### config.mk
export PLATFORM = sky130hd
export DESIGN_NAME = z80fi_decode_stage
export DESIGN_NICKNAME = d
export VERILOG_FILES = /design/src/z80fi_pkg.sv /design/src/z80fi_decode_stage.sv
export VERILOG_INCLUDE_DIRS = /design/src
export SDC_FILE = /design/constraint.sdc
export NUM_CORES = 1
export LEC_CHECK = 0
export ABC_AREA = 1
export BUFFER_PORTS_ARGS = -buffer_cell sky130_fd_sc_hd__buf_2
export CAP_MARGIN = 20
export CORE_AREA = 2 2 137 139
export DETAILED_ROUTE_END_ITERATION = 7
export DIE_AREA = 0 0 139 141
export PLACE_DENSITY_LB_ADDON = 0.2
export SYNTH_ARGS = -nofsm -noshare
export SYNTH_HDL_FRONTEND = slang
export SYNTH_SLANG_ARGS = --single-unit
### constraint.sdc
create_clock -name clk -period 2.55 [get_ports clk]
set_input_delay 0.3825 -clock clk [delete_from_list [all_inputs] [get_ports clk]]
set_output_delay 0.3825 -clock clk [all_outputs]
set_load 0.05 [all_outputs]
### src/z80fi_macros.svh
/*
 * Fixed Z80 encodings shared by the rotate checker stages and the testbench model.
 * Holds register codes, flag bit positions, the CB prefix byte and the rotate length.
 */
`ifndef Z80FI_MACROS_SVH
`define Z80FI_MACROS_SVH

// Register codes as they appear in the r field of the opcode.
`define REG_B 3'd0
`define REG_C 3'd1
`define REG_D 3'd2
`define REG_E 3'd3
`define REG_H 3'd4
`define REG_L 3'd5
`define REG_MEM 3'd6
`define REG_A 3'd7

// Bit positions inside the F register.
`define FLAG_C_NUM 0
`define FLAG_N_NUM 1
`define FLAG_V_NUM 2
`define FLAG_3_NUM 3
`define FLAG_H_NUM 4
`define FLAG_5_NUM 5
`define FLAG_Z_NUM 6
`define FLAG_S_NUM 7

`define CB_PREFIX 8'hCB
`define ROT_INSN_LEN 4'd2

`endif

### src/z80fi_pkg.sv
/*
 * Types for the CB rotate trace checker: the instruction word, the register
 * file, the trace record from the core and the records passed between stages.
 */
package z80fi_pkg;

    // Instruction word seen as the two raw bytes in memory order.
    typedef struct packed {
        logic [7:0] opcode;
        logic [7:0] prefix;
    } insn_bytes_t;

    // The same word split into the fields of the CB rotate group.
    typedef struct packed {
        logic [2:0] grp;
        logic       through_c;
        logic       right;
        logic [2:0] r;
        logic [7:0] prefix;
    } insn_rot_t;

    typedef union packed {
        insn_bytes_t bytes;
        insn_rot_t   rot;
    } insn_word_u;

    typedef struct packed {
        logic [15:0] ip;
        logic [7:0]  a;
        logic [7:0]  f;
        logic [7:0]  b;
        logic [7:0]  c;
        logic [7:0]  d;
        logic [7:0]  e;
        logic [7:0]  h;
        logic [7:0]  l;
    } z80_regs_t;

    // One retired instruction as reported by the core.
    typedef struct packed {
        logic       valid;
        insn_word_u insn;
        logic [3:0] insn_len;
        z80_regs_t  regs_in;
        z80_regs_t  regs_claim;
    } z80fi_trace_t;

    typedef struct packed {
        logic       valid;
        logic       applies;
        logic       through_c;
        logic       right;
        logic [2:0] r;
        logic [7:0] rdata;
        z80_regs_t  regs_in;
        z80_regs_t  regs_claim;
    } dec_rec_t;

    typedef struct packed {
        logic       valid;
        logic       applies;
        logic [2:0] r;
        logic [7:0] wdata;
        logic [7:0] f_new;
        z80_regs_t  regs_in;
        z80_regs_t  regs_claim;
    } rot_rec_t;

endpackage

### src/z80fi_decode_stage.sv
/*
 * Decode stage of the rotate checker. Takes a trace record every clock,
 * decides whether it is a CB register rotate and fetches the source register.
 * The decoded record leaves one cycle later.
 */
`timescale 1ns/1ps
`include "z80fi_macros.svh"

module z80fi_decode_stage (
    input  logic                    clk,
    input  logic                    rst_n,
    input  z80fi_pkg::z80fi_trace_t trace,
    output z80fi_pkg::dec_rec_t     dec
);
    import z80fi_pkg::*;

    dec_rec_t dec_d;
    logic     is_rotate;

    // A rotate is CB followed by 00 t d rrr, and r = 6 would be (HL).
    assign is_rotate = trace.insn_len == `ROT_INSN_LEN &&
                       trace.insn.bytes.prefix == `CB_PREFIX &&
                       trace.insn.rot.grp == 3'b000 &&
                       trace.insn.rot.r != `REG_MEM;

    always_comb begin
        dec_d.valid      = trace.valid;
        dec_d.applies    = trace.valid && is_rotate;
        dec_d.through_c  = trace.insn.rot.through_c;
        dec_d.right      = trace.insn.rot.right;
        dec_d.r          = trace.insn.rot.r;
        dec_d.regs_in    = trace.regs_in;
        dec_d.regs_claim = trace.regs_claim;

        case (trace.insn.rot.r)
            `REG_B:  dec_d.rdata = trace.regs_in.b;
            `REG_C:  dec_d.rdata = trace.regs_in.c;
            `REG_D:  dec_d.rdata = trace.regs_in.d;
            `REG_E:  dec_d.rdata = trace.regs_in.e;
            `REG_H:  dec_d.rdata = trace.regs_in.h;
            `REG_L:  dec_d.rdata = trace.regs_in.l;
            `REG_A:  dec_d.rdata = trace.regs_in.a;
            default: dec_d.rdata = 8'h00;
        endcase
    end

    // Only the valid and applies bits are cleared by reset.
    always_ff @(posedge clk) begin
        dec <= dec_d;
        if (!rst_n) begin
            dec.valid   <= 1'b0;
            dec.applies <= 1'b0;
        end
    end

endmodule

==> results.txt, run 1 <==
worst slack, placed = 0.941 ns
Yosys reg bits = 175
Syn Inst Count = 323
FMAX = 705 MHz
distinct cell type count after synthesis = 14
DR iter-0 viols = 79
PnR Total Power = 0.00640 W
max-slew violations = 0
Core Box Area = 18,300 um2
share of cells above drive strength 1 = 0.565
Biggest register = dec
syn nets = 506
RSZ-0062 raised after global routing = no
# IOs = 358
status = finished, final reports clean
vias in the first global route = 3,808
Avg Cell Area, Syn = 13.0 um2
register area share after synthesis = 0.833
Die Span X = 139 um
area of the multi-input gates = 583 um2
Post-Syn Area = 4210 um2
# setup viols final = 0
CP cell instances = buf_2
worst slew pin tran = 0.452 ns
register area = 3500 um2
top post-synthesis cells by count = dfxtp_1, nand2_1, nor2_1
CTS tree = built
Ys Warns = 0
power density over the cells = 939 nW/um2
most frequent cell after synthesis = dfxtp_1
part of the power in the clock network = 0.393
number of antenna violations at the first check in global routing = 3
DR vias = 3,617
PostCTS Resize Cnt = 0
CTS clk-pin slew, worst paths = 0.07 ns
Root Buffer = clkbuf_16
Worst setup SP type = flip-flop
final cell count without fillers = 940
Final WS setup = 1.13 ns
largest net degree at the start of global routing = 24
# H-tree levels = 4
post-synth top area cell = dfxtp_1
Die H = 141 um
worst vdd ir = 0.424 mV
hpwl dp = 12,400 um
arrival time worst endpoint = 1.04 ns
grt ovf = 0
clock buffer depth = 2
worst path bufs/invs = 1
first-pass GRT wire length = 21,400 um
total CTS buffers = 17
slowest CP cell = dfxtp_1
switching part of the total = 0.306
slowest stage delay, CP = 0.34 ns
Final ANT Viol Nets = 0
LEAKAGE = 3.56 nW
Initial DRT Pass Iterations = 4
CP endpoint kind = output pin
Post-synth ARST share = 0
Total Neg Setup Slack = 0 ns
WS Path Type = flip-flop to output pin
I/O Buffers = 357
clk sinks = 175
Cell Int Power = 0.00444 W
ys flop type = dfxtp_1
Psw = 0.00196 W
number of synthesized flops with an enable pin = 0
drt drc = 0
final wirelength = 14,900 um
vias per inst = 3.85
combinational share of power = 0.150
hold_ws = 0.0608 ns
Reg power frac = 0.457
FP Rows = 50
worst-path maximum fanout = 1
synth top area cells = dfxtp_1, nand2_1, nand4_1, nor2_1, nand3_1
Post-CTS Setup Repair Bufs = 0
final hold violation count = 0
biggest regs = dec: 175 flops
initial core utilization = 0.230
DIE AREA = 19,600 um2
Placed Cells incl. Taps = 905
delay-heaviest family, CP = flip-flops
Hold Buf Count CTS = 0
min cycle time layout = 1.42 ns
DR WL/cell = 15.8 um
Tcrit/Tclk final = 0.556
max_cap viols = 0
max reg flops = 175
FILL cells = 1,858
area growth from synthesis to final layout = 62.1%
required time worst endpoint = 2.17 ns
GR Util All Layers = 0.147
Layout Nets = 873
Max-slew headroom = 0.699
Yosys top cell area share = 0.833
Worst Hold Class = input port to flip-flop
GPL Wtd Cong = 0.763
==> metrics by stage <==
| step | area, um2 | util |
|---|---|---|
| after global placement | 6220 | 0.341 |
| after CTS | 6810 | 0.373 |
| after floorplan | 4210 | - |
| after global routing | 6810 | 0.373 |
| after detailed placement | 6220 | 0.341 |
| final | 6820 | 0.373 |
==> power groups by stage <==
stage / registers [W] / clock network (W) / logic, W
after floorplan: 0.00354 / 0 / 0.0000731
after global placement: 0.00299 / 0 / 0.000965
after detailed placement: 0.00299 / 0 / 0.000970
after CTS: 0.00293 / 0.00261 / 0.000971
after global routing: 0.00294 / 0.00271 / 0.00100
final: 0.00292 / 0.00252 / 0.000961
==> cell type report <==
class / count / share of cell area
sequential: 175 / 0.514
timing repair buffer: 357 / 0.262
multi-input combinational: 124 / 0.0855
clock buffer: 18 / 0.0644
tap: 234 / 0.0430
clock inverter: 14 / 0.0217
inverter: 15 / 0.00826
antenna: 3 / 0.00110
==> cells in the final DEF (no fill, tap or decap) <==
cell type,count
inv_1,12
nor2_1,31
inv_6,2
nand2_1,48
clkinv_4,3
nand3_1,18
nor2_4,2
clkbuf_8,1
inv_2,3
clkbuf_16,17
clkinvlp_4,2
nand3_2,1
buf_2,357
nor2_8,1
inv_8,5
nand2_2,1
nand4_1,22
diode_2,3
clkinv_8,2
dfxtp_1,175
==> worst paths after layout <==
path / end / start / cells past startpoint
max: dec[161] / dec[161] / 1
min: dec[158] / trace[158] / 1
==> layer usage <==
| layer | track usage | share of wire | vias to the layer above |
|---|---|---|---|
| li1 | - | - | 1769 |
| met1 | 0.143 | 0.35 | 1605 |
| met2 | 0.271 | 0.53 | 224 |
| met3 | 0.0683 | 0.11 | 19 |
| met4 | 0.0606 | 0.019 | 0 |
| met5 | 0 | 0 | - |
==> cells by family (layout without fill, tap and decap cells) <==
kind of cell,Yosys count,after routing,synth area share
buffers and inverters,24,404,0.0283
other,0,3,0
DFF,175,175,0.833
and+or+nand+nor,124,124,0.139
Power figures use the tool's default switching activity.
==> run 2: changes to the inputs <==
--- a/config.mk
+++ b/config.mk
@@ -6,12 +6,12 @@
 export SDC_FILE = /design/constraint.sdc
 export NUM_CORES = 1
 export LEC_CHECK = 0
-export ABC_AREA = 1
+export ABC_AREA = 0
 export BUFFER_PORTS_ARGS = -buffer_cell sky130_fd_sc_hd__buf_2
 export CAP_MARGIN = 20
-export CORE_AREA = 2 2 137 139
+export CORE_AREA = 2 2 138 140
 export DETAILED_ROUTE_END_ITERATION = 7
-export DIE_AREA = 0 0 139 141
+export DIE_AREA = 0 0 140 142
 export PLACE_DENSITY_LB_ADDON = 0.2
 export SYNTH_ARGS = -nofsm -noshare
 export SYNTH_HDL_FRONTEND = slang
==> constraint.sdc (replaced) <==
create_clock -name clk -period 1.5 [get_ports clk]
set_input_delay 0.225 -clock clk [delete_from_list [all_inputs] [get_ports clk]]
set_output_delay 0.225 -clock clk [all_outputs]
set_load 0.05 [all_outputs]
==> results.txt, run 2 <==
Die Span X = 140 um
vias per inst = 3.88
synth top area cells = dfxtp_1, mux2i_1, a221oi_1, mux2_2, buf_12
Initial DRT Pass Iterations = 6
slowest stage delay, CP = 0.54 ns
WS Path Type = input port to flip-flop
number of synthesized flops with an enable pin = 0
biggest regs = dec: 175 flops
I/O Buffers = 357
max_cap viols = 0
Biggest register = dec
first-pass GRT wire length = 23,500 um
Yosys top cell area share = 0.867
Avg Cell Area, Syn = 17.1 um2
number of antenna violations at the first check in global routing = 2
Die H = 142 um
violated checks = design-rule violations
drt drc = 25
distinct cell type count after synthesis = 22
FMAX = 734 MHz
largest net degree at the start of global routing = 19
clk sinks = 175
DIE AREA = 19,900 um2
ys flop type = dfxtp_1
CP cell instances = dlygate4sd3_1 > buf_2 > nor2b_1 > a2bb2oi_1 > o311ai_1
CP endpoint kind = flip-flop
Tcrit/Tclk final = 0.908
arrival time worst endpoint = 1.69 ns
max-slew violations = 0
# IOs = 358
Placed Cells incl. Taps = 825
commonest non-fill, non-tap cells in the layout = buf_2, dfxtp_1, dlygate4sd3_1
final cell count without fillers = 1,022
power density over the cells = 1360 nW/um2
top post-synthesis cells by count = dfxtp_1, mux2i_1, a221oi_1
Final ANT Viol Nets = 0
status = finished with violations
required time worst endpoint = 1.83 ns
Worst Hold Class = input port to flip-flop
FP Rows = 50
share of cells above drive strength 1 = 0.511
DR WL/cell = 16.1 um
initial core utilization = 0.219
Core Box Area = 18,500 um2
total CTS buffers = 17
worst vdd ir = 0.718 mV
Yosys reg bits = 175
FILL cells = 1,712
worst path bufs/invs = 2
CTS tree = built
worst-path maximum fanout = 8
# setup viols final = 0
# H-tree levels = 4
Post-synth ARST share = 0
register area share after synthesis = 0.867
clock buffer depth = 2
Total Neg Setup Slack = 0 ns
Post-Syn Area = 4040 um2
delay-heaviest family, CP = buffers and inverters
post-synth top area cell = dfxtp_1
Ys Warns = 0
worst slew pin tran = 0.662 ns
grt ovf = 0
GR Util All Layers = 0.162
most frequent cell after synthesis = dfxtp_1
min cycle time layout = 1.36 ns
syn nets = 419
Worst setup SP type = input port
final hold violation count = 0
DR iter-0 viols = 143
DR vias = 3,963
Syn Inst Count = 236
CTS clk-pin slew, worst paths = 0.07 ns
final wirelength = 16,400 um
hpwl dp = 12,600 um
area growth from synthesis to final layout = 106%
RSZ-0062 raised after global routing = no
Post-CTS Setup Repair Bufs = 0
commonest non-fill, non-tap cell in the layout = buf_2
Layout Nets = 956
max reg flops = 175
LEAKAGE = 4.04 nW
slowest CP cell = dlygate4sd3_1
vias in the first global route = 4,311
Root Buffer = clkbuf_16
Max-slew headroom = 0.557
GPL Wtd Cong = 0.840
## run 2: layout make-up
cell class,instances,area [um2],area share
sequential,175,3500,0.422
clock inverter,14,145,0.0175
tap,234,293,0.0353
multi-input combinational,55,472,0.0568
inverter,1,3.75,0.000452
timing repair buffer,523,3440,0.414
antenna,2,5.00,0.000603
clock buffer,18,439,0.0529
## run 2: per-layer routing
metal | global-route usage | wire length, um | share of wire | vias to the layer above
li1 | - | - | - | 1885
met1 | 0.142 | 5220 | 0.32 | 1845
met2 | 0.323 | 9240 | 0.56 | 210
met3 | 0.0633 | 1550 | 0.094 | 23
met4 | 0.0696 | 403 | 0.025 | 0
met5 | 0 | 0 | 0 | -
## run 2: path summary, 6_finish.rpt
kind	endpoint	from	slack [ns]	depth (start not counted)
worst max-delay path	dec[166]	trace[173]	0.14	5
worst min-delay path	dec[174]	trace[180]	0.05	2
## run 2: cell families after synthesis
family | Yosys count | synth area share
multiplexers | 24 | 0.0623
flip-flops | 175 | 0.867
AO/OA/AOI/OAI | 17 | 0.0359
AND/OR/NAND/NOR | 14 | 0.0186
buffers and inverters | 6 | 0.0158
## run 2: through the flow
| step | hold slack (ns) | power (W) | area [um2] | util | setup WS (ns) |
|---|---|---|---|---|---|
| after global routing | 0.0295 | 0.0117 | 8300 | 0.450 | 0.0836 |
| final | 0.0460 | 0.0113 | 8300 | 0.450 | 0.137 |
| after floorplan | 0.253 | 0.00613 | 4040 | - | 0.360 |
| after detailed placement | 0.329 | 0.00672 | 6080 | 0.329 | 0.0566 |
| after CTS | 0.00484 | 0.0114 | 8300 | 0.450 | 0.137 |
| after global placement | 0.328 | 0.00671 | 6080 | 0.329 | 0.122 |
## run 2: where the power goes
group / internal (W) / switching [W]
Combinational: 0.000682 / 0.00129
Sequential: 0.00491 / 0.0000650
Clock: 0.00226 / 0.00206
## run 2: what timing repair did
action                                 CTS  global route
resized for setup                        0             0
endpoints found under the hold margin  163             0
hold buffers                           163             0
==> run 3: changes to the inputs <==
--- a/config.mk
+++ b/config.mk
@@ -6,12 +6,12 @@
 export SDC_FILE = /design/constraint.sdc
 export NUM_CORES = 1
 export LEC_CHECK = 0
-export ABC_AREA = 0
+export ABC_AREA = 1
 export BUFFER_PORTS_ARGS = -buffer_cell sky130_fd_sc_hd__buf_2
 export CAP_MARGIN = 20
-export CORE_AREA = 2 2 138 140
+export CORE_AREA = 2 2 139 141
 export DETAILED_ROUTE_END_ITERATION = 7
-export DIE_AREA = 0 0 140 142
+export DIE_AREA = 0 0 141 143
 export PLACE_DENSITY_LB_ADDON = 0.2
 export SYNTH_ARGS = -nofsm -noshare
 export SYNTH_HDL_FRONTEND = slang
==> results.txt, run 3 (same netlist as run 1, synthesis figures left out) <==
slowest CP cell = dfxtp_1
Die H = 143 um
WS Path Type = flip-flop to output pin
GPL Wtd Cong = 0.800
DR iter-0 viols = 97
DP Area = 6240 um2
status = finished, final reports clean
Worst setup SP type = flip-flop
Reg power frac = 0.443
drt drc = 0
RSZ-0062 raised after global routing = no
CTS tree = built
commonest non-fill, non-tap cells in the layout = buf_2, dfxtp_1, dlygate4sd3_1
Root Buffer = clkbuf_16
min cycle time layout = 1.30 ns
CTS clk-pin slew, worst paths = 0.07 ns
max reg flops = 175
slowest stage delay, CP = 0.37 ns
Biggest register = dec
DR WL/cell = 15.0 um
FMAX = 767 MHz
share of cells above drive strength 1 = 0.458
total CTS buffers = 17
grt ovf = 0
number of antenna violations at the first check in global routing = 3
Psw = 0.00345 W
DIE AREA = 20,200 um2
vias in the first global route = 4,633
first-pass GRT wire length = 23,700 um
required time worst endpoint = 1.27 ns
Post-CTS Setup Repair Bufs = 0
worst vdd ir = 0.762 mV
Hold Buf Count CTS = 164
Die Span X = 141 um
switching part of the total = 0.307
worst path bufs/invs = 1
hold path start = trace[173]
clock buffer depth = 2
DR vias = 4,304
FILL cells = 1,699
worst-path maximum fanout = 1
clk sinks = 175
PostCTS Resize Cnt = 0
Layout Nets = 1,039
largest net degree at the start of global routing = 21
delay-heaviest family, CP = flip-flops
final wirelength = 16,500 um
Total Neg Setup Slack = 0 ns
max-slew violations = 0
initial core utilization = 0.226
final hold violation count = 0
area growth from synthesis to final layout = 101%
vias per inst = 3.89
max_cap viols = 0
Core Box Area = 18,600 um2
worst hold endpoint = dec[169]
I/O Buffers = 357
Initial DRT Pass Iterations = 4
biggest regs = dec: 175 flops
Cell Int Power = 0.00779 W
CP endpoint kind = output pin
# setup viols final = 0
arrival time worst endpoint = 1.08 ns
# H-tree levels = 4
Core Util, Final = 0.455
CP cell instances = buf_2
Final ANT Viol Nets = 0
Worst Hold Class = input port to flip-flop
part of the power in the clock network = 0.381
WHS Path Cells = 1
# IOs = 358
LEAKAGE = 4.25 nW
Tcrit/Tclk final = 0.869
hpwl dp = 12,500 um
Max-slew headroom = 0.714
cell area after layout = 8460 um2
commonest non-fill, non-tap cell in the layout = buf_2
power density over the cells = 1330 nW/um2
PnR Total Power = 0.0112 W
combinational share of power = 0.177
FP Rows = 50
worst slew pin tran = 0.429 ns
GR Util All Layers = 0.158
## run 3: power groups by stage
stage / registers [W] / logic (W) / clock network, W
final: 0.00497 / 0.00198 / 0.00428
after detailed placement: 0.00508 / 0.00165 / 0
after floorplan: 0.00602 / 0.000124 / 0
after global routing: 0.00500 / 0.00208 / 0.00458
after CTS: 0.00498 / 0.00200 / 0.00438
after global placement: 0.00508 / 0.00164 / 0
## run 3: cell type report
class,count,area (um2),area share
Timing Repair Buffer,523,3440,0.407
Sequential cell,175,3500,0.414
Clock inverter,14,146,0.0173
Tap cell,234,293,0.0346
Inverter,15,56.3,0.00665
Multi-Input combinational cell,124,583,0.0689
Antenna cell,3,7.51,0.000887
Clock buffer,18,429,0.0507
## run 3: worst max path at each step
stage,depth (start not counted),to,slack (ns),start
6_report,1,dec[164],0.20,dec[164]
5_1_grt,7,dec[173],0.13,trace[180]
4_1_cts,1,dec[164],0.15,dec[164]
3_5_place_dp,7,dec[165],0.24,trace[172]
3_3_place_gp,6,dec[161],0.29,trace[172]
2_1_floorplan,6,dec[165],0.57,trace[172]
## run 3: through the flow
step	instances	hold slack (ns)	worst slack, ns
after floorplan	323	0.253	0.574
after global placement	907	0.327	0.288
after detailed placement	907	0.329	0.243
after CTS	1103	0.0491	0.148
after global routing	1105	0.0563	0.128
final	1106	0.0632	0.197
## run 3: metal layers
metal  share of wire  GRT usage  routed length [um]
met5               0          0                   0
met4           0.023     0.0758                 386
met3           0.079     0.0533                1300
met2            0.53      0.299                8840
met1            0.36      0.153                6010
